### src/logic/axil_pkg.sv
/* AXI4-Lite bus definitions shared by the memory slave
   Widths, word types and the response codes in use */

`default_nettype none

package axil_pkg;

  // ----------------------------------------------------------------------
  // Bus widths
  // ----------------------------------------------------------------------
  localparam int ADDR_W = 32;
  localparam int DATA_W = 32;
  localparam int STRB_W = DATA_W / 8;          // One strobe bit per byte lane

  typedef logic [ADDR_W-1:0] axil_addr_t;
  typedef logic [DATA_W-1:0] axil_data_t;
  typedef logic [STRB_W-1:0] axil_strb_t;

  // ----------------------------------------------------------------------
  // Response codes
  // ----------------------------------------------------------------------
  typedef logic [1:0] axil_resp_t;

  localparam axil_resp_t RESP_OKAY   = 2'b00;
  localparam axil_resp_t RESP_SLVERR = 2'b10;  // Address outside the memory

endpackage

`default_nettype wire

### src/logic/dram_map_pkg.sv
/* Memory organisation of the banked simulation SRAM
   Bank count, bank depth and the byte address split */

`default_nettype none

package dram_map_pkg;

  localparam int BANKS_DEF  = 4;               // Word interleaved banks
  localparam int ROWS_DEF   = 256;             // Words per bank
  localparam int RST_CYCLES = 64;              // Memory reset hold time

  localparam int OFFS_W  = 2;
  localparam int BANK_W  = $clog2(BANKS_DEF);
  localparam int ROW_W   = $clog2(ROWS_DEF);
  localparam int UPPER_W = axil_pkg::ADDR_W - ROW_W - BANK_W - OFFS_W;

  typedef logic [BANK_W-1:0] bank_idx_t;
  typedef logic [ROW_W-1:0]  row_idx_t;

  typedef struct packed {
    logic [UPPER_W-1:0] upper;                 // Must be zero for a hit
    row_idx_t           row;
    bank_idx_t          bank;
    logic [OFFS_W-1:0]  offset;
  } dram_fields_t;

  // Same address word, as a raw byte address or split into fields
  typedef union packed {
    axil_pkg::axil_addr_t raw;
    dram_fields_t         f;
  } dram_addr_u;

endpackage

`default_nettype wire

### src/logic/rd_collect.sv
/* Read return path, picks the addressed bank's data and queues up
   to two beats in order for the R channel */

`default_nettype none

module rd_collect #(
  parameter int NUM_BANKS = dram_map_pkg::BANKS_DEF
) (
  input  logic                    mig_ui_clk,
  input  logic                    mig_ui_rst,
  input  logic                    mem_rst_n_i,
  input  logic                    rd_push_i,
  input  dram_map_pkg::bank_idx_t rd_bank_i,
  input  logic                    rd_err_i,
  input  axil_pkg::axil_data_t    bank_rdata_i [NUM_BANKS],
  input  logic                    rready_i,
  output logic                    rd_space_o,
  output logic                    rvalid_o,
  output axil_pkg::axil_data_t    rdata_o,
  output axil_pkg::axil_resp_t    rresp_o
);
  import axil_pkg::*;
  import dram_map_pkg::*;

  logic       cap_vld_q;
  bank_idx_t  cap_bank_q;
  logic       cap_err_q;
  axil_data_t cap_data;
  axil_data_t q_data [2];
  axil_resp_t q_resp [2];
  logic       wr_ptr_q;
  logic       rd_ptr_q;
  logic [1:0] q_cnt_q;
  logic [1:0] out_q;
  logic       pop;

  assign pop      = rvalid_o && rready_i;
  assign cap_data = cap_err_q ? '0 : bank_rdata_i[cap_bank_q];

  // ----------------------------------------------------------------------
  // Queue and outstanding read control
  // ----------------------------------------------------------------------
  always_ff @(posedge mig_ui_clk or posedge mig_ui_rst)
  begin
    if (mig_ui_rst)
    begin
      cap_vld_q <= 1'b0;
      wr_ptr_q  <= 1'b0;
      rd_ptr_q  <= 1'b0;
      q_cnt_q   <= '0;
      out_q     <= '0;
    end
    else
    begin
      cap_vld_q <= rd_push_i;                  // Bank data ready next cycle
      if (cap_vld_q)
        wr_ptr_q <= ~wr_ptr_q;
      if (pop)
        rd_ptr_q <= ~rd_ptr_q;
      q_cnt_q <= q_cnt_q + 2'(cap_vld_q) - 2'(pop);
      out_q   <= out_q + 2'(rd_push_i) - 2'(pop); // Issued but not yet returned
    end
  end

  always_ff @(posedge mig_ui_clk)
  begin
    if (rd_push_i)
    begin
      cap_bank_q <= rd_bank_i;
      cap_err_q  <= rd_err_i;
    end
    if (cap_vld_q)
    begin
      q_data[wr_ptr_q] <= cap_data;
      q_resp[wr_ptr_q] <= cap_err_q ? RESP_SLVERR : RESP_OKAY;
    end
  end

  assign rd_space_o = mem_rst_n_i && (out_q < 2'd2);
  assign rvalid_o   = (q_cnt_q != 2'd0);
  assign rdata_o    = q_data[rd_ptr_q];        // Queue head
  assign rresp_o    = q_resp[rd_ptr_q];

endmodule

`default_nettype wire

### config.mk
export PLATFORM = sky130hd
export DESIGN_NAME = rd_collect
export DESIGN_NICKNAME = d
export VERILOG_FILES = /design/src/logic/axil_pkg.sv /design/src/logic/dram_map_pkg.sv /design/src/logic/rd_collect.sv
export SDC_FILE = /design/constraint.sdc
export NUM_CORES = 1
export LEC_CHECK = 0
export BUFFER_PORTS_ARGS = -buffer_cell sky130_fd_sc_hd__buf_2
export CAP_MARGIN = 10
export CORE_MARGIN = 3
export CORE_UTILIZATION = 36
export CTS_CLUSTER_DIAMETER = 150
export CTS_CLUSTER_SIZE = 16
export DETAILED_ROUTE_END_ITERATION = 10
export GPL_ROUTABILITY_DRIVEN = 0
export GPL_TIMING_DRIVEN = 0
export SETUP_SLACK_MARGIN = 0.1
export SLEW_MARGIN = 20
export SYNTH_ARGS = -nofsm -noshare
export SYNTH_HDL_FRONTEND = slang
export SYNTH_SLANG_ARGS = --single-unit
### constraint.sdc
create_clock -name mig_ui_clk -period 6.03 [get_ports mig_ui_clk]
set_input_delay 0.3015 -clock mig_ui_clk [delete_from_list [all_inputs] [get_ports mig_ui_clk]]
set_output_delay 0.3015 -clock mig_ui_clk [all_outputs]
set_load 0.02 [all_outputs]
Yosys cells after proc, flatten, opt, wreduce, memory -nomap -nowiden
Memory sizes are Yosys's and may differ from the RTL's.
Index checks and enable logic that the tools add are counted.
{"block": "totals", "register_bits": 10, "wordCells": 28, "n_memories": 2, "ramBits": 68, "out_inout_bits": 36}
{"block": "classes", "addsub": 4, "muxes": 7, "n_lt_le_gt_ge": 2, "bitwise_logic": 3, "reduce_logical": 3}
{"name": "q_data", "words": 2, "word_bits": 32, "read_ports": 1, "rd_clocked_by_memory_dff": 0, "wr": 1, "line_no": "rd_collect.sv:29", "text": "axil_data_t q_data [2];"}
{"name": "q_resp", "words": 2, "word_bits": 2, "read_ports": 1, "rd_clocked_by_memory_dff": 0, "wr": 1, "line_no": "rd_collect.sv:30", "text": "axil_resp_t q_resp [2];"}
{"operator": "$mux 32", "n": 3}
{"operator": "$bmux 32 s2", "n": 1}
{"operator": "$add 2x1->2", "n": 2}
{"operator": "$sub 2x1->2", "n": 2}
{"operator": "$ge 3x3->1 const B", "n": 1}
{"operator": "$not 2->3", "n": 1}
{"operator": "$logic_and 1x1->1", "n": 2}
{"operator": "$lt 2x2->1 const B", "n": 1}
{"operator": "$mux 1", "n": 2}
{"operator": "$mux 2", "n": 1}
{"operator": "$not 1->1", "n": 2}
{"operator": "$reduce_bool 2->1", "n": 1}

Depth between registers and ports, before layout
{"block": "depth", "word_depth": 5, "mapped_depth": 5}

Least setup slack after synthesis
OpenSTA, ideal clock, no wires.
{"block": "synth_timing", "path_kind": "reg2reg", "startpoint": "reg cap_vld_q", "endpoint": "mem q_data[0][0] (netlist bit) (enable)", "t_arrival_ns": 1.890, "setup_time_ns": 0.427, "required_ns": 5.603, "path_slack_ns": 3.712, "stages_incl_launch_ff": 2, "n_path_buf": 0, "synth_period_minus_slack_ns": 2.318, "cell_sequence": "dfrtp_1 nor2b_1"}
{"block": "synth_between", "elab_chain_cells": 2}
{"element": "start: declaration", "line_no": "rd_collect.sv:25", "text": "logic cap_vld_q;"}
{"element": "start signal: assignment", "line_no": "rd_collect.sv:55", "text": "cap_vld_q <= rd_push_i;"}
{"element": "$mux 1", "line_no": "rd_collect.sv:72", "text": "if (cap_vld_q)"}
{"element": "$mux 1 (implied by the code)", "line_no": "rd_collect.sv:74", "text": "q_data[wr_ptr_q] <= cap_data;"}
{"element": "end: declaration", "line_no": "rd_collect.sv:29"}
No other way between the ends.

Final worst setup path
{"block": "layout_timing", "startpoint": "reg rd_ptr_q", "endpoint": "out rdata_o[30]"}
{"block": "layout_between", "elab_chain_cells": 1}
{"element": "start: declaration", "line_no": "rd_collect.sv:32", "text": "logic rd_ptr_q;"}
{"element": "start signal: assignment", "line_no": "rd_collect.sv:59", "text": "rd_ptr_q <= ~rd_ptr_q;"}
{"element": "$mem_v2 2x32"}
{"element": "end: declaration", "line_no": "rd_collect.sv:19", "text": "output axil_pkg::axil_data_t rdata_o,"}
No other way between the ends.

==> impl_results.md <==
- Outcome: finished clean
- Drt via density: 4.70
- Iteration-0 DRC Markers: 65
- CTS Root Cell: clkbuf_8
- Pwr dens: 352 mW/mm^2
- Fillcell total: 889
- Initial antenna violation count: 0
- Overflow after GRT: 0
- Count leader, synth: edfxtp_1
- Tmin final: 1900 ps
- Worst path arrival time: 1590 ps
- Vias in the first global route: 2755
- Yosys top cell area share: 0.544
- CTS Buf Count: 9
- Slew @ Worst Pin: 569 ps
- Multi-input logic area: 0.00137 sq mm
- Clk pin slew, worst setup/hold paths: 80 ps
- Finished Layout Cells: 568
- Post-placement cell count: 551
- FFs w/ async S/R, synth: 0.0921
- Internal power: 1180 uW
- Endpoints failing setup: 0
- Fmax: 528 MHz
- Reg power frac: 0.420
- Post-Syn Area: 0.00381 sq mm
- Multiplexer share of the synthesized area: 0.266
- WP data required: 5730 ps
- Worst Hold Path Cells: 1
- Nets: 568
- Synth Area in Compound Gates: 0.0572
- CTS tree: done
- Period utilisation layout: 0.314
- Yosys cell types: 27
- Largest net degree at the start of global routing: 20
- Top post-synthesis cells by area: edfxtp_1, mux2i_1, mux2_1
- Total GRT Usage: 0.146
- Layout cells sized above 1: 0.490
- CP Class: flop to output port
- Bufs on Longest Clock Path: 2
- Routed via count: 2671
- CTS Sinks: 76
- Die Width: 109 um
- Synth cell count leaders: edfxtp_1, mux2i_1, o22ai_1
- Crit path cell chain: buf_2 > buf_6 > mux2_1 > buf_2
- Final hold violation count: 0
- Initial Util: 0.379
- IO Port Bufs: 170
- Max-Slew Margin vs Limit: 0.620
- Row cnt: 36
- Most used DFF post-synth: edfxtp_1
- Design area: 0.00507 sq mm
- Max cap viols: 0
- Adder-cell share of the synthesized area: 0.00657
- Gate Count Post-Synth: 246
- Core area: 0.0100 sq mm
- RSZ-0062 raised after global routing: false
- CP peak stage delay: 350 ps
- Post-CTS Setup Bufs: 0
- DP Area: 0.00489 sq mm
- Pre-CTS setup slack: 4370 ps
- First-pass GRT wire length: 13200 um
- Inserted Diodes: 0
- WHS: 138 ps
- Maximum VDD drop: 193 uV
- Critical-path maximum fanout: 10
- EDFF count, synth: 69
- Combinational Power Share: 0.392
- Reg2Reg Depth: 3
- Die area: 0.0118 sq mm
- Post-synthesis average cell area: 15.5 sq um
- Final ANT Viol Nets: 0
- Routed WL: 8830 um
- HPWL after detailed placement: 6700 um
- IO Pins: 172
- Switching part of the total: 0.340
- Crit-path slowest cell: mux2_1
- Routed WL per cell: 15.5 um
- Clock power frac: 0.188
- #FFs+latches synth: 76
- Clk_skew: 13.1 ps
- Most used cell, CP: buf_2
- Area share of xor/xnor cells in the synthesized design: 0.0138
- Switching Power: 607 uW
- Setup_tns: 0 ps
- LEAKAGE: 0.00228 uW
- Die Y: 109 um
- Final worst slack: 4130 ps
- Htree depth: 3
- Sequential Area: 0.00225 sq mm
- Drt drc: 0
- Simple-gate area share of the yosys netlist: 0.0125
- Element type at the critical path start: flop
- TritonRoute pass-1 iters: 4
- Area Overhead vs Synth: 33.1%
- Largest family of logic cells by synthesized area: multiplexers
- Sequential-to-total area share from yosys stat: 0.590
- Final Max Slew Viols: 0
- Syn nets: 384
- Crit path capture type: output port
- Hold/Removal Path Class: primary input to flop
- Later-pin clock latency in the skew report: 330 ps
- Leading area contributor after synthesis: edfxtp_1
- Ys Warns: 0
==> worst max-delay path: cells and delay by family (launching register included) <==
| kind | cells | cell delay (ps) |
|---|---|---|
| buffers and inverters | 3 | 580 |
| multiplexers | 1 | 350 |
| flip-flops | 1 | 330 |
==> worst paths after layout <==
kind	from	end	slack [ps]
max	rd_ptr_q	rdata_o[30]	4130
min reg2reg	cap_err_q	q_resp[1][1]	510
max in group asynchronous	mig_ui_rst	q_cnt_q[1]	5380
min in group asynchronous	mig_ui_rst	q_cnt_q[0]	440
max reg2reg	cap_bank_q[0]	q_data[0][17]	4450
min	rd_bank_i[1]	cap_bank_q[1]	140
==> power by group through the flow <==
stage,Clock (uW),Sequential (uW),Combinational [uW]
after floorplan,0,755,463
after global placement,0,762,683
after detailed placement,0,763,715
after CTS,348,752,718
after global routing,373,763,758
final,336,751,700
==> per-layer routing <==
metal | up-vias | wire [um] | share of wire | global-route usage
li1 | 1328 | - | - | -
met1 | 1207 | 3760 | 0.43 | 0.180
met2 | 128 | 4170 | 0.47 | 0.252
met3 | 8 | 815 | 0.092 | 0.0320
met4 | 0 | 85 | 0.0096 | 0.0514
met5 | - | 0 | 0 | 0
==> sequential cells by signal, summed over array words and instances (netlist names) <==
signal and flops:
cap_vld_q 1, q_resp 2, cap_err_q 1, rd_ptr_q 1, wr_ptr_q 1, out_q 2
cap_bank_q 2, q_cnt_q 2, q_data 64
==> kinds of logic (layout without fill, tap and decap cells) <==
logic type,count (synthesis),after routing
AO/OA/AOI/OAI,35,35
XOR/XNOR,6,6
adder cells (fa/ha/maj),2,2
buffers and inverters,21,210
flip-flops,76,76
multiplexers,97,97
other,1,1
AND/OR/NAND/NOR,8,8
==> placed cells by master, fill, tap and decap left out, drive strengths merged, types with 2 or more instances in the layout <==
cell type | Yosys | routed
buf | 18 | 190
nor2b | 2 | 2
mux2i | 64 | 64
inv | 2 | 3
clkbuf | 1 | 13
xnor2 | 4 | 4
mux2 | 33 | 33
ha | 2 | 2
xor2 | 2 | 2
dfrtp | 7 | 7
o21ai | 2 | 2
o22ai | 32 | 32
clkinv | 0 | 3
edfxtp | 69 | 69
or2 | 2 | 2
==> timing repair <==
action,CTS,global route
endpoints found under the hold margin,7,0
gates resized for setup,0,0
hold buffers,1,0
endpoints found under the setup margin,0,0
==> metrics by stage <==
stage / power (uW) / utilization
5_1_grt: 1890 / 0.505
3_3_place_gp: 1440 / 0.480
2_1_floorplan: 1220 / -
6_report: 1790 / 0.505
4_1_cts: 1820 / 0.505
3_5_place_dp: 1480 / 0.487
==> final cells by class <==
cell class / instances / area share
Buffer: 19 / 0.0383
Clock buffer: 12 / 0.0286
Clock inverter: 4 / 0.00494
Inverter: 2 / 0.00148
Multi-Input combinational cell: 149 / 0.270
Sequential cell: 76 / 0.443
Tap cell: 133 / 0.0328
Timing Repair Buffer: 173 / 0.181
Power figures use the tool's default switching activity.
