**src/logic/axil_pkg.sv**
```systemverilog
/* AXI4-Lite bus definitions shared by the memory slave
   Widths, word types and the response codes in use */

`default_nettype none

package axil_pkg;

  // ----------------------------------------------------------------------
  // Bus widths
  // ----------------------------------------------------------------------
  localparam int ADDR_W = 32;
  localparam int DATA_W = 32;
  localparam int STRB_W = DATA_W / 8;          // One strobe bit per byte lane

  typedef logic [ADDR_W-1:0] axil_addr_t;
  typedef logic [DATA_W-1:0] axil_data_t;
  typedef logic [STRB_W-1:0] axil_strb_t;

  // ----------------------------------------------------------------------
  // Response codes
  // ----------------------------------------------------------------------
  typedef logic [1:0] axil_resp_t;

  localparam axil_resp_t RESP_OKAY   = 2'b00;
  localparam axil_resp_t RESP_SLVERR = 2'b10;  // Address outside the memory

endpackage

`default_nettype wire

```
**src/logic/dram_map_pkg.sv**
```systemverilog
/* Memory organisation of the banked simulation SRAM
   Bank count, bank depth and the byte address split */

`default_nettype none

package dram_map_pkg;

  localparam int BANKS_DEF  = 4;               // Word interleaved banks
  localparam int ROWS_DEF   = 256;             // Words per bank
  localparam int RST_CYCLES = 64;              // Memory reset hold time

  localparam int OFFS_W  = 2;
  localparam int BANK_W  = $clog2(BANKS_DEF);
  localparam int ROW_W   = $clog2(ROWS_DEF);
  localparam int UPPER_W = axil_pkg::ADDR_W - ROW_W - BANK_W - OFFS_W;

  typedef logic [BANK_W-1:0] bank_idx_t;
  typedef logic [ROW_W-1:0]  row_idx_t;

  typedef struct packed {
    logic [UPPER_W-1:0] upper;                 // Must be zero for a hit
    row_idx_t           row;
    bank_idx_t          bank;
    logic [OFFS_W-1:0]  offset;
  } dram_fields_t;

  // Same address word, as a raw byte address or split into fields
  typedef union packed {
    axil_pkg::axil_addr_t raw;
    dram_fields_t         f;
  } dram_addr_u;

endpackage

`default_nettype wire

```
**src/logic/axil_mem_frontend.sv**
```systemverilog
/* AXI4-Lite front end of the banked memory, decodes addresses,
   issues one bank access per cycle and returns write responses */

`default_nettype none

module axil_mem_frontend #(
  parameter int NUM_BANKS = dram_map_pkg::BANKS_DEF,
  parameter int BANK_ROWS = dram_map_pkg::ROWS_DEF
) (
  input  logic                   mig_ui_clk,
  input  logic                   mig_ui_rst,
  input  logic                   mem_rst_n_i,
  input  logic                   awvalid_i,
  input  axil_pkg::axil_addr_t   awaddr_i,
  input  logic                   wvalid_i,
  input  axil_pkg::axil_data_t   wdata_i,
  input  axil_pkg::axil_strb_t   wstrb_i,
  input  logic                   bready_i,
  input  logic                   arvalid_i,
  input  axil_pkg::axil_addr_t   araddr_i,
  input  logic                   rd_space_i,
  output logic                   awready_o,
  output logic                   wready_o,
  output logic                   bvalid_o,
  output axil_pkg::axil_resp_t   bresp_o,
  output logic                   arready_o,
  output logic [NUM_BANKS-1:0]   bank_req_o,
  output logic                   bank_we_o,
  output dram_map_pkg::row_idx_t bank_row_o,
  output axil_pkg::axil_data_t   bank_wdata_o,
  output axil_pkg::axil_strb_t   bank_be_o,
  output logic                   rd_push_o,
  output dram_map_pkg::bank_idx_t rd_bank_o,
  output logic                   rd_err_o
);
  import axil_pkg::*;
  import dram_map_pkg::*;

  localparam int BANK_LSB = $clog2(STRB_W);
  localparam int ROW_LSB  = BANK_LSB + $clog2(NUM_BANKS);
  localparam int TOP_LSB  = ROW_LSB + $clog2(BANK_ROWS);

  dram_addr_u aw_u;
  dram_addr_u ar_u;
  bank_idx_t  aw_bank;
  bank_idx_t  ar_bank;
  row_idx_t   aw_row;
  row_idx_t   ar_row;
  logic       aw_oor;
  logic       ar_oor;
  logic       wr_go;
  logic       rd_go;
  logic       bvalid_q;
  axil_resp_t bresp_q;

  assign aw_u.raw = awaddr_i;
  assign ar_u.raw = araddr_i;

  // ----------------------------------------------------------------------
  // Address decode
  // ----------------------------------------------------------------------
  if (NUM_BANKS == BANKS_DEF && BANK_ROWS == ROWS_DEF)
  begin : g_def_map
    assign aw_bank = aw_u.f.bank;
    assign aw_row  = aw_u.f.row;
    assign aw_oor  = |aw_u.f.upper;
    assign ar_bank = ar_u.f.bank;
    assign ar_row  = ar_u.f.row;
    assign ar_oor  = |ar_u.f.upper;
  end
  else
  begin : g_par_map
    // Field boundaries follow the module parameters
    assign aw_bank = bank_idx_t'(aw_u.raw[ROW_LSB-1:BANK_LSB]);
    assign aw_row  = row_idx_t'(aw_u.raw[TOP_LSB-1:ROW_LSB]);
    assign aw_oor  = |aw_u.raw[ADDR_W-1:TOP_LSB];
    assign ar_bank = bank_idx_t'(ar_u.raw[ROW_LSB-1:BANK_LSB]);
    assign ar_row  = row_idx_t'(ar_u.raw[TOP_LSB-1:ROW_LSB]);
    assign ar_oor  = |ar_u.raw[ADDR_W-1:TOP_LSB];
  end

  // ----------------------------------------------------------------------
  // Arbitration, write wins over read
  // ----------------------------------------------------------------------
  assign wr_go     = mem_rst_n_i && awvalid_i && wvalid_i && !bvalid_q;
  assign awready_o = wr_go;                    // AW and W taken together
  assign wready_o  = wr_go;
  assign arready_o = mem_rst_n_i && rd_space_i && !wr_go;
  assign rd_go     = arready_o && arvalid_i;

  always_comb
  begin
    bank_req_o = '0;
    if (wr_go && !aw_oor)
      bank_req_o[aw_bank] = 1'b1;
    else if (rd_go && !ar_oor)
      bank_req_o[ar_bank] = 1'b1;
  end

  assign bank_we_o    = wr_go;
  assign bank_row_o   = wr_go ? aw_row : ar_row;
  assign bank_wdata_o = wdata_i;
  assign bank_be_o    = wstrb_i;

  assign rd_push_o = rd_go;                    // Misses still return a beat
  assign rd_bank_o = ar_bank;
  assign rd_err_o  = ar_oor;

  // ----------------------------------------------------------------------
  // Write response
  // ----------------------------------------------------------------------
  always_ff @(posedge mig_ui_clk or posedge mig_ui_rst)
  begin
    if (mig_ui_rst)
      bvalid_q <= 1'b0;
    else if (wr_go)
      bvalid_q <= 1'b1;
    else if (bready_i)
      bvalid_q <= 1'b0;
  end

  always_ff @(posedge mig_ui_clk)
  begin
    if (wr_go)
      bresp_q <= aw_oor ? RESP_SLVERR : RESP_OKAY;
  end

  assign bvalid_o = bvalid_q;
  assign bresp_o  = bresp_q;

endmodule

`default_nettype wire

```
**config.mk**
```make
export PLATFORM = sky130hd
export DESIGN_NAME = axil_mem_frontend
export DESIGN_NICKNAME = d
export VERILOG_FILES = /design/src/logic/axil_pkg.sv /design/src/logic/dram_map_pkg.sv /design/src/logic/axil_mem_frontend.sv
export SDC_FILE = /design/constraint.sdc
export NUM_CORES = 1
export LEC_CHECK = 0
export ABC_AREA = 1
export BUFFER_PORTS_ARGS = -buffer_cell sky130_fd_sc_hd__buf_2
export CAP_MARGIN = 20
export CORE_AREA = 2 2 64 66
export CTS_BUF_LIST = sky130_fd_sc_hd__clkbuf_16
export DETAILED_ROUTE_END_ITERATION = 7
export DIE_AREA = 0 0 66 68
export PLACE_DENSITY = 0.71
export SLEW_MARGIN = 10
export SYNTH_ARGS = -nofsm -noshare
export SYNTH_HDL_FRONTEND = slang
export SYNTH_SLANG_ARGS = --single-unit
```
**constraint.sdc**
```tcl
create_clock -name mig_ui_clk -period 1.4 [get_ports mig_ui_clk]
set_input_delay 0.21 -clock mig_ui_clk [delete_from_list [all_inputs] [get_ports mig_ui_clk]]
set_output_delay 0.21 -clock mig_ui_clk [all_outputs]
set_load 0.03 [all_outputs]
```
======== Word level (Yosys, flattened, before mapping) ========
Cells that the tools add are included.
storage, ports and cells
  flip-flop bits (word level) ............. 3
  input bits .............................. 108
  word-level logic and storage cells ...... 33
operators by class
  $lt $le $gt $ge ......................... 4
  muxes and demuxes ....................... 10
  reductions and logical operators ........ 17
operators by type and width
  kind                                                  count
  OR reduction 20 bit                                   2
  logical AND 1 bit                                     10
  two-way mux 4 bit                                     2
  two-way mux 8 bit                                     1
  < comparator 2 x 3 -> 1 bit (second input constant)   2
  demux 1 bit (select 2 bit)                            2
  >= comparator 2 x 1 -> 1 bit (second input constant)  2
  zero test 1 bit                                       4
  two-way mux 1 bit                                     4
  two-way mux 2 bit                                     1
  nonzero test 2 bit                                    1

======== Longest topological paths before layout ========
Gate-level depths: netlist of run 1.
  depth in word-level cells ............... 9
  depth in mapped cells ................... 7
  depth with buffers taken out ............ 7

======== Worst setup path before layout of run 1 ========
OpenSTA, ideal clock, no wires.
  path kind ............................... reg-to-output
  start ................................... register bvalid_q, in the netlist bvalid_o
  end ..................................... output port bank_req_o[0]
  arrival ................................. 1459 ps
  required time ........................... 1190 ps
  path slack .............................. -269 ps
  stages on the path, launching flop included .. 5
  buffers on the path ..................... 0
  path through ............................ dfrtp_1 nor2_4 nor3b_4 nand3_1 nand2_1
on the way
  longest elaborated chain between the ends .. 8
  elaborated cells between the ends (all ways) .. 9
  those cells by class .................... mux (2); reduce/logical (7)
RTL lines
  element                 line                      RTL
  from (decl)             axil_mem_frontend.sv:53   logic bvalid_q;
  from (signal assigned)  axil_mem_frontend.sv:115  bvalid_q <= 1'b0;
  from (signal assigned)  axil_mem_frontend.sv:117  bvalid_q <= 1'b1;
  from (signal assigned)  axil_mem_frontend.sv:119  bvalid_q <= 1'b0;
  zero test 1 bit         axil_mem_frontend.sv:85   assign wr_go = mem_rst_n_i && awvalid_i && wvalid_i && !bvalid_q;
  logical AND 1 bit       axil_mem_frontend.sv:85
  zero test 1 bit         axil_mem_frontend.sv:88   assign arready_o = mem_rst_n_i && rd_space_i && !wr_go;
  logical AND 1 bit       axil_mem_frontend.sv:88
  logical AND 1 bit       axil_mem_frontend.sv:89   assign rd_go = arready_o && arvalid_i;
  via rd_push_o           axil_mem_frontend.sv:32   output logic rd_push_o,
  logical AND 1 bit       axil_mem_frontend.sv:96   else if (rd_go && !ar_oor)
  two-way mux 4 bit       axil_mem_frontend.sv:96
  two-way mux 4 bit       axil_mem_frontend.sv:94   if (wr_go && !aw_oor)
  to (decl)               axil_mem_frontend.sv:27   output logic [NUM_BANKS-1:0] bank_req_o,
The timed path passes the listed nets, and every way through them passes these cells.

======== Worst setup path in the final report of run 1 ========
  start ................................... register bvalid_q, in the netlist bvalid_o
  end ..................................... output port bank_row_o[1]
on the way
  longest elaborated chain between the ends .. 3
RTL lines
  element            line                      RTL
  zero test 1 bit    axil_mem_frontend.sv:85
  logical AND 1 bit  axil_mem_frontend.sv:85
  two-way mux 8 bit  axil_mem_frontend.sv:101  assign bank_row_o = wr_go ? aw_row : ar_row;
  to (decl)          axil_mem_frontend.sv:29   output dram_map_pkg::row_idx_t bank_row_o,
No other way between the ends.

==> results of run 1 <==
==> cell type report <==
type | instances | area (um^2)
clock buffers | 3 | 75.07
clock inverters | 1 | 3.754
fillers | 444 | 2561
inverters | 10 | 45.04
multi-input cells | 80 | 425.4
flip-flops and latches | 2 | 56.30
well taps | 50 | 62.56
repair buffers | 96 | 626.9
==> cells by family (layout without fill, tap and decap cells) <==
group | after synthesis | after routing
AND/OR/NAND/NOR | 78 | 78
buffers and inverters | 52 | 110
flip-flops | 2 | 2
other | 1 | 1
AO/OA/AOI/OAI | 1 | 1
==> worst paths after layout <==
check	from	end	slack [ps]	depth (start not counted)
min in group asynchronous	mig_ui_rst	bvalid_o	370	3
max in group asynchronous	mig_ui_rst	bvalid_o	930	3
hold reg to reg	bvalid_o	bvalid_o	680	3
setup reg to reg	bvalid_o	bresp_o[1]	230	3
setup / recovery	bvalid_o	bank_row_o[1]	-100	6
hold / removal	bready_i	bvalid_o	150	2
==> stage by stage <==
step,hold slack [ps],std cells,instance area (um^2),power [mW],util (%)
4_1_cts,152.3,243,1282,0.8321,33.26
3_3_place_gp,43.75,234,1020,0.3265,26.44
3_5_place_dp,45.72,234,1020,0.3310,26.44
6_report,151.0,242,1295,0.8289,33.58
2_1_floorplan,-61.26,134,795.8,0.3978,-
5_1_grt,156.8,242,1295,0.8839,33.58
==> state kept, by name (all words and copies together) (netlist names) <==
signal,cells
bvalid_o,1
bresp_o,1
==> synthesized netlist by cell type <==
master	number
nor2_1	25
edfxtp_1	1
nor3b_2	1
nor2_2	1
dfrtp_1	1
buf_4	41
nor2_4	2
nand3_1	4
o21ai_1	1
buf_6	1
conb_1	1
nand4_1	6
inv_1	9
nand2_1	36
and2_2	1
inv_2	1
nand3_2	1
nor3b_4	1
==> worst max-delay path: stages (launching register included) <==
cell and delay (ps):
dfrtp_2 410, nor2_4 200, buf_12 160, inv_8 50
nand2_1 50, nand2_1 60, buf_6 140
==> metal layers <==
metal | global-route usage (%) | share of wire, % | vias to the layer above
met2 | 19.57 | 51 | 57
met1 | 9.823 | 34 | 415
met5 | 0 | 0 | -
li1 | - | - | 487
met4 | 5.357 | 2.1 | 0
met3 | 3.947 | 12 | 12
==> power groups by stage <==
| stage | combinational (mW) | clock, mW | sequential (mW) |
|---|---|---|---|
| floorplan | 0.322 | 0 | 0.0761 |
| global placement | 0.256 | 0 | 0.0702 |
| detailed placement | 0.261 | 0 | 0.0700 |
| CTS | 0.320 | 0.443 | 0.0688 |
| global route | 0.354 | 0.461 | 0.0694 |
| finish | 0.324 | 0.436 | 0.0687 |
==> timing repair <==
item | in CTS | in global routing
gates cloned | 1 | 0
hold endpoints to repair | 1 | 0
setup buffers | 3 | 0
pin swaps | 13 | 3
setup endpoints to repair | 13 | 17
gates resized for setup | 42 | 17
hold buffers | 1 | 0
==> impl_metrics.env, run 1 <==
export IMPL_status="finished with violations"
export IMPL_violations="negative setup slack"
export IMPL_die_h_um=68
export IMPL_clock_path_buffers=2
export IMPL_initial_core_util_pct=20.34
export IMPL_hold_viol_final=0
export IMPL_firstDrtPassIters=3
export IMPL_crit_arrival_ps=1290
export IMPL_rsz0062_at_grt="true"
export IMPL_synthMuxAreaShare_pct=0
export IMPL_syn_to_final_growth_pct=65.07
export IMPL_place_hpwl_um=1921
export IMPL_dieWidth_um=66
export IMPL_synth_adder_area_share_pct=0
export IMPL_grt_max_degree=10
export IMPL_die_area_um2=4488
export IMPL_synth_xor_area_share_pct=0
export IMPL_row_count=23
export IMPL_cap_violations=0
export IMPL_htreeDepth=1
export IMPL_synth_compound_area_share_pct=0.6380
export IMPL_setup_viol=14
export IMPL_port_buffers=89
export IMPL_dp_slack_ps=-60.46
export IMPL_drtIter0Drc=19
export IMPL_synth_top_family_by_area="simple AND/OR/NAND/NOR gates"
export IMPL_crit_path_max_fanout=9
export IMPL_comb_power_share_pct=39.1
export IMPL_nets=301
export IMPL_diodes=0
export IMPL_swShare_pct=28.32
export IMPL_hold_path_class="primary input to register"
export IMPL_syn_cell_area_um2=784.5
export IMPL_syn_inst=134
export IMPL_clockRootBuffer="clkbuf_16"
export IMPL_antenna_found_initial=0
export IMPL_core_area_um2=3856
export IMPL_grt_first_pass_wirelength_um=3650
export IMPL_cts_tree="done"
export IMPL_period_needed_ps=1502
export IMPL_cp_start_kind="register"
export IMPL_drc_errors=0
export IMPL_leakage_nw=0.7065
export IMPL_layout_drive_gt1_share_pct=66.67
export IMPL_layout_commonest_cell="buf_2"
export IMPL_timing_fmax_ghz=0.6660
export IMPL_fin_tns_setup_ps=-1206
export IMPL_cp_required_ps=1190
export IMPL_numCtsBuffers=3
export IMPL_wirelength_um=2378
export IMPL_fin_ws_ps=-101.6
export IMPL_clock_latency_ps=220
export IMPL_fin_skew_ps=4.533
export IMPL_clkTransAtPathRegs_ps=30
export IMPL_synthTopCellsByArea="buf_4 (39%), nand2_1 (17%), nor2_1 (12%)"
export IMPL_yosysTopAreaCell="buf_4"
export IMPL_synth_top_cell_area_share_pct=39.23
export IMPL_ys_ff_latch=2
export IMPL_yosysSeqAreaShare_pct=7.018
export IMPL_gp_congestion=0.6646
export IMPL_path_class="register to output pin"
export IMPL_grt_total_usage_pct=10.38
export IMPL_final_cell_mix="buf_2 (72), nor2_1 (24), nand2_2 (20)"
export IMPL_peakVddDrop_mv=0.2976
export IMPL_vias_per_cell=4.012
export IMPL_switching_power_mw=0.2347
export IMPL_synthSimpleGateAreaFrac_pct=46.41
export IMPL_timing_final_crit_share_pct=107.3
export IMPL_wl_per_cell_um=9.826
export IMPL_slew_violations=0
export IMPL_clkPwrFrac_pct=52.6
export IMPL_p_int_mw=0.5942
export IMPL_final_antenna_net_count=0
export IMPL_numClockSinks=2
export IMPL_grt_pass1_vias=913
export IMPL_vias=971
export IMPL_end_kind="output pin"
export IMPL_pwr_share_seq_pct=8.3
export IMPL_io_pins=167
export IMPL_synth_nets=242
export IMPL_syn_avg_cell_area_um2=5.854
export IMPL_ys_types=18
export IMPL_synth_warnings=0
export IMPL_globalRoute_totalOverflow=0
export IMPL_power_density_nw_per_um2=640.1
(Power assumes the default switching activity.)
==> run 2: changes to the inputs <==
--- a/config.mk
+++ b/config.mk
@@ -13,7 +13,7 @@
 export DETAILED_ROUTE_END_ITERATION = 7
 export DIE_AREA = 0 0 66 68
 export PLACE_DENSITY = 0.71
-export SLEW_MARGIN = 10
+export SKIP_CTS_REPAIR_TIMING = 1
 export SYNTH_ARGS = -nofsm -noshare
 export SYNTH_HDL_FRONTEND = slang
 export SYNTH_SLANG_ARGS = --single-unit
==> run 2 against run 1 <==
Effect of this change:
- the run still ends with negative setup slack left
- hold slack is essentially flat
- die area is the same
- critical path depth is the same
- non-clock buffer count grew 2
- combinational power is essentially flat
- largest cell class unchanged
- maximum frequency shrank 4.4%
- utilization grew 0.42 points
- first-iteration DRC count shrank 26%
- register-to-register slack lost 180 ps
- setup slack lost 69 ps
==> impl_metrics.env, run 2 (synthesized netlist as in run 1, its figures left out) <==
export IMPL_status="finished with violations"
export IMPL_violations="negative setup slack"
export IMPL_period_needed_ps=1570
export IMPL_cpLargestDelayFamily="buffers and inverters"
export IMPL_cp_required_ps=1190
export IMPL_path_class="register to output pin"
export IMPL_timing_final_crit_share_pct=112.2
export IMPL_numClockSinks=2
export IMPL_final_antenna_net_count=0
export IMPL_rsz0062_at_grt="true"
export IMPL_io_pins=167
export IMPL_drtIter0Drc=14
export IMPL_dieWidth_um=66
export IMPL_hold_viol_final=0
export IMPL_die_area_um2=4488
export IMPL_layout_drive_gt1_share_pct=67.53
export IMPL_dp_cells=234
export IMPL_power_density_nw_per_um2=632.2
export IMPL_clock_latency_ps=220
export IMPL_globalRoute_totalOverflow=0
export IMPL_cp_common_cell="buf_6"
export IMPL_wirelength_um=2371
export IMPL_cp_start_kind="register"
export IMPL_peakVddDrop_mv=0.2892
export IMPL_antenna_found_initial=0
export IMPL_grt_max_degree=15
export IMPL_layout_commonest_cell="buf_2"
export IMPL_numCtsBuffers=3
export IMPL_clkTransAtPathRegs_ps=30
export IMPL_stdcell_count=244
export IMPL_nets=303
export IMPL_wl_per_cell_um=9.717
export IMPL_clock_path_buffers=2
export IMPL_grt_pass1_vias=844
export IMPL_grt_first_pass_wirelength_um=3318
export IMPL_slew_violations=0
export IMPL_die_h_um=68
export IMPL_fin_ws_ps=-170.3
export IMPL_syn_to_final_growth_pct=67.15
export IMPL_cts_tree="done"
export IMPL_port_buffers=89
export IMPL_critPathMaxStageDelay_ps=420
export IMPL_initial_core_util_pct=20.34
export IMPL_clockRootBuffer="clkbuf_16"
export IMPL_vias=977
export IMPL_drc_errors=0
export IMPL_final_cell_mix="buf_2 (75), nor2_1 (24), nand2_2 (19)"
export IMPL_worst_path_buf_inv=4
export IMPL_grt_total_usage_pct=9.343
export IMPL_fillCellCount=433
export IMPL_crit_arrival_ps=1360
export IMPL_gp_congestion=0.6646
export IMPL_place_hpwl_um=1921
export IMPL_crit_slowest_cell="dfrtp_2"
export IMPL_vias_per_cell=4.004
export IMPL_crit_path_max_fanout=6
export IMPL_end_kind="output pin"
export IMPL_leakage_nw=0.7275
export IMPL_setup_viol=17
export IMPL_fin_tns_setup_ps=-2171
export IMPL_crit_chain="nor2_4, buf_12, buf_8, buf_6, nor2_2, buf_6"
export IMPL_ff_latch_area_um2=56.30
export IMPL_timing_fmax_ghz=0.6368
export IMPL_htreeDepth=1
export IMPL_firstDrtPassIters=2
export IMPL_fin_skew_ps=4.708
export IMPL_core_area_um2=3856
export IMPL_multiInputGateArea_um2=435.4
export IMPL_diodes=0
export IMPL_cap_violations=0
export IMPL_hold_path_class="primary input to register"
export IMPL_row_count=23
-- run 2: changes by cell type in the layout (fill, tap and decap cells not counted), sizes merged --
cell  before  now
buf       95   97
-- run 2: layout make-up --
type | instances | area share (%)
timing repair buffer | 98 | 48.66
multi-input combinational | 80 | 33.21
clock buffer | 3 | 5.725
tap | 50 | 4.771
sequential | 2 | 4.294
inverter | 10 | 3.053
clock inverter | 1 | 0.2863
-- run 2: metal layers --
metal	track usage (%)	vias up	wire length, um
met3	3.947	12	278
met2	17.80	55	1220
met5	0	-	0
met4	5.357	0	50
li1	-	490	-
met1	8.251	420	821
-- run 2: report_power, final --
| part | internal (mW) | total [mW] | switching (mW) |
|---|---|---|---|
| Sequential | 0.0658 | 0.0691 | 0.00336 |
| Combinational | 0.160 | 0.324 | 0.163 |
| Clock | 0.367 | 0.436 | 0.0688 |
| Total | 0.593 | 0.829 | 0.236 |
-- run 2: path summary, 6_finish.rpt --
path                               to  slack [ps]  cells after the start       start
setup reg to reg           bresp_o[1]          50                      5    bvalid_o
min in group asynchronous    bvalid_o         370                      3  mig_ui_rst
hold reg to reg              bvalid_o         580                      2    bvalid_o
hold / removal               bvalid_o         150                      2    bready_i
setup / recovery            arready_o        -170                      6    bvalid_o
max in group asynchronous    bvalid_o         930                      3  mig_ui_rst
-- run 2: per-stage QoR --
step | hold slack (ps) | utilization [%] | setup WS (ps) | power (mW) | area (um^2)
2_1_floorplan | -61.26 | - | -114.3 | 0.3978 | 795.8
3_3_place_gp | 43.75 | 26.44 | -28.49 | 0.3265 | 1020
3_5_place_dp | 45.72 | 26.44 | -60.46 | 0.3310 | 1020
4_1_cts | -181.7 | 28.49 | -186.2 | 0.7739 | 1099
5_1_grt | 156.8 | 34.00 | -230.2 | 0.8836 | 1311
6_report | 151.2 | 34.00 | -170.3 | 0.8290 | 1311
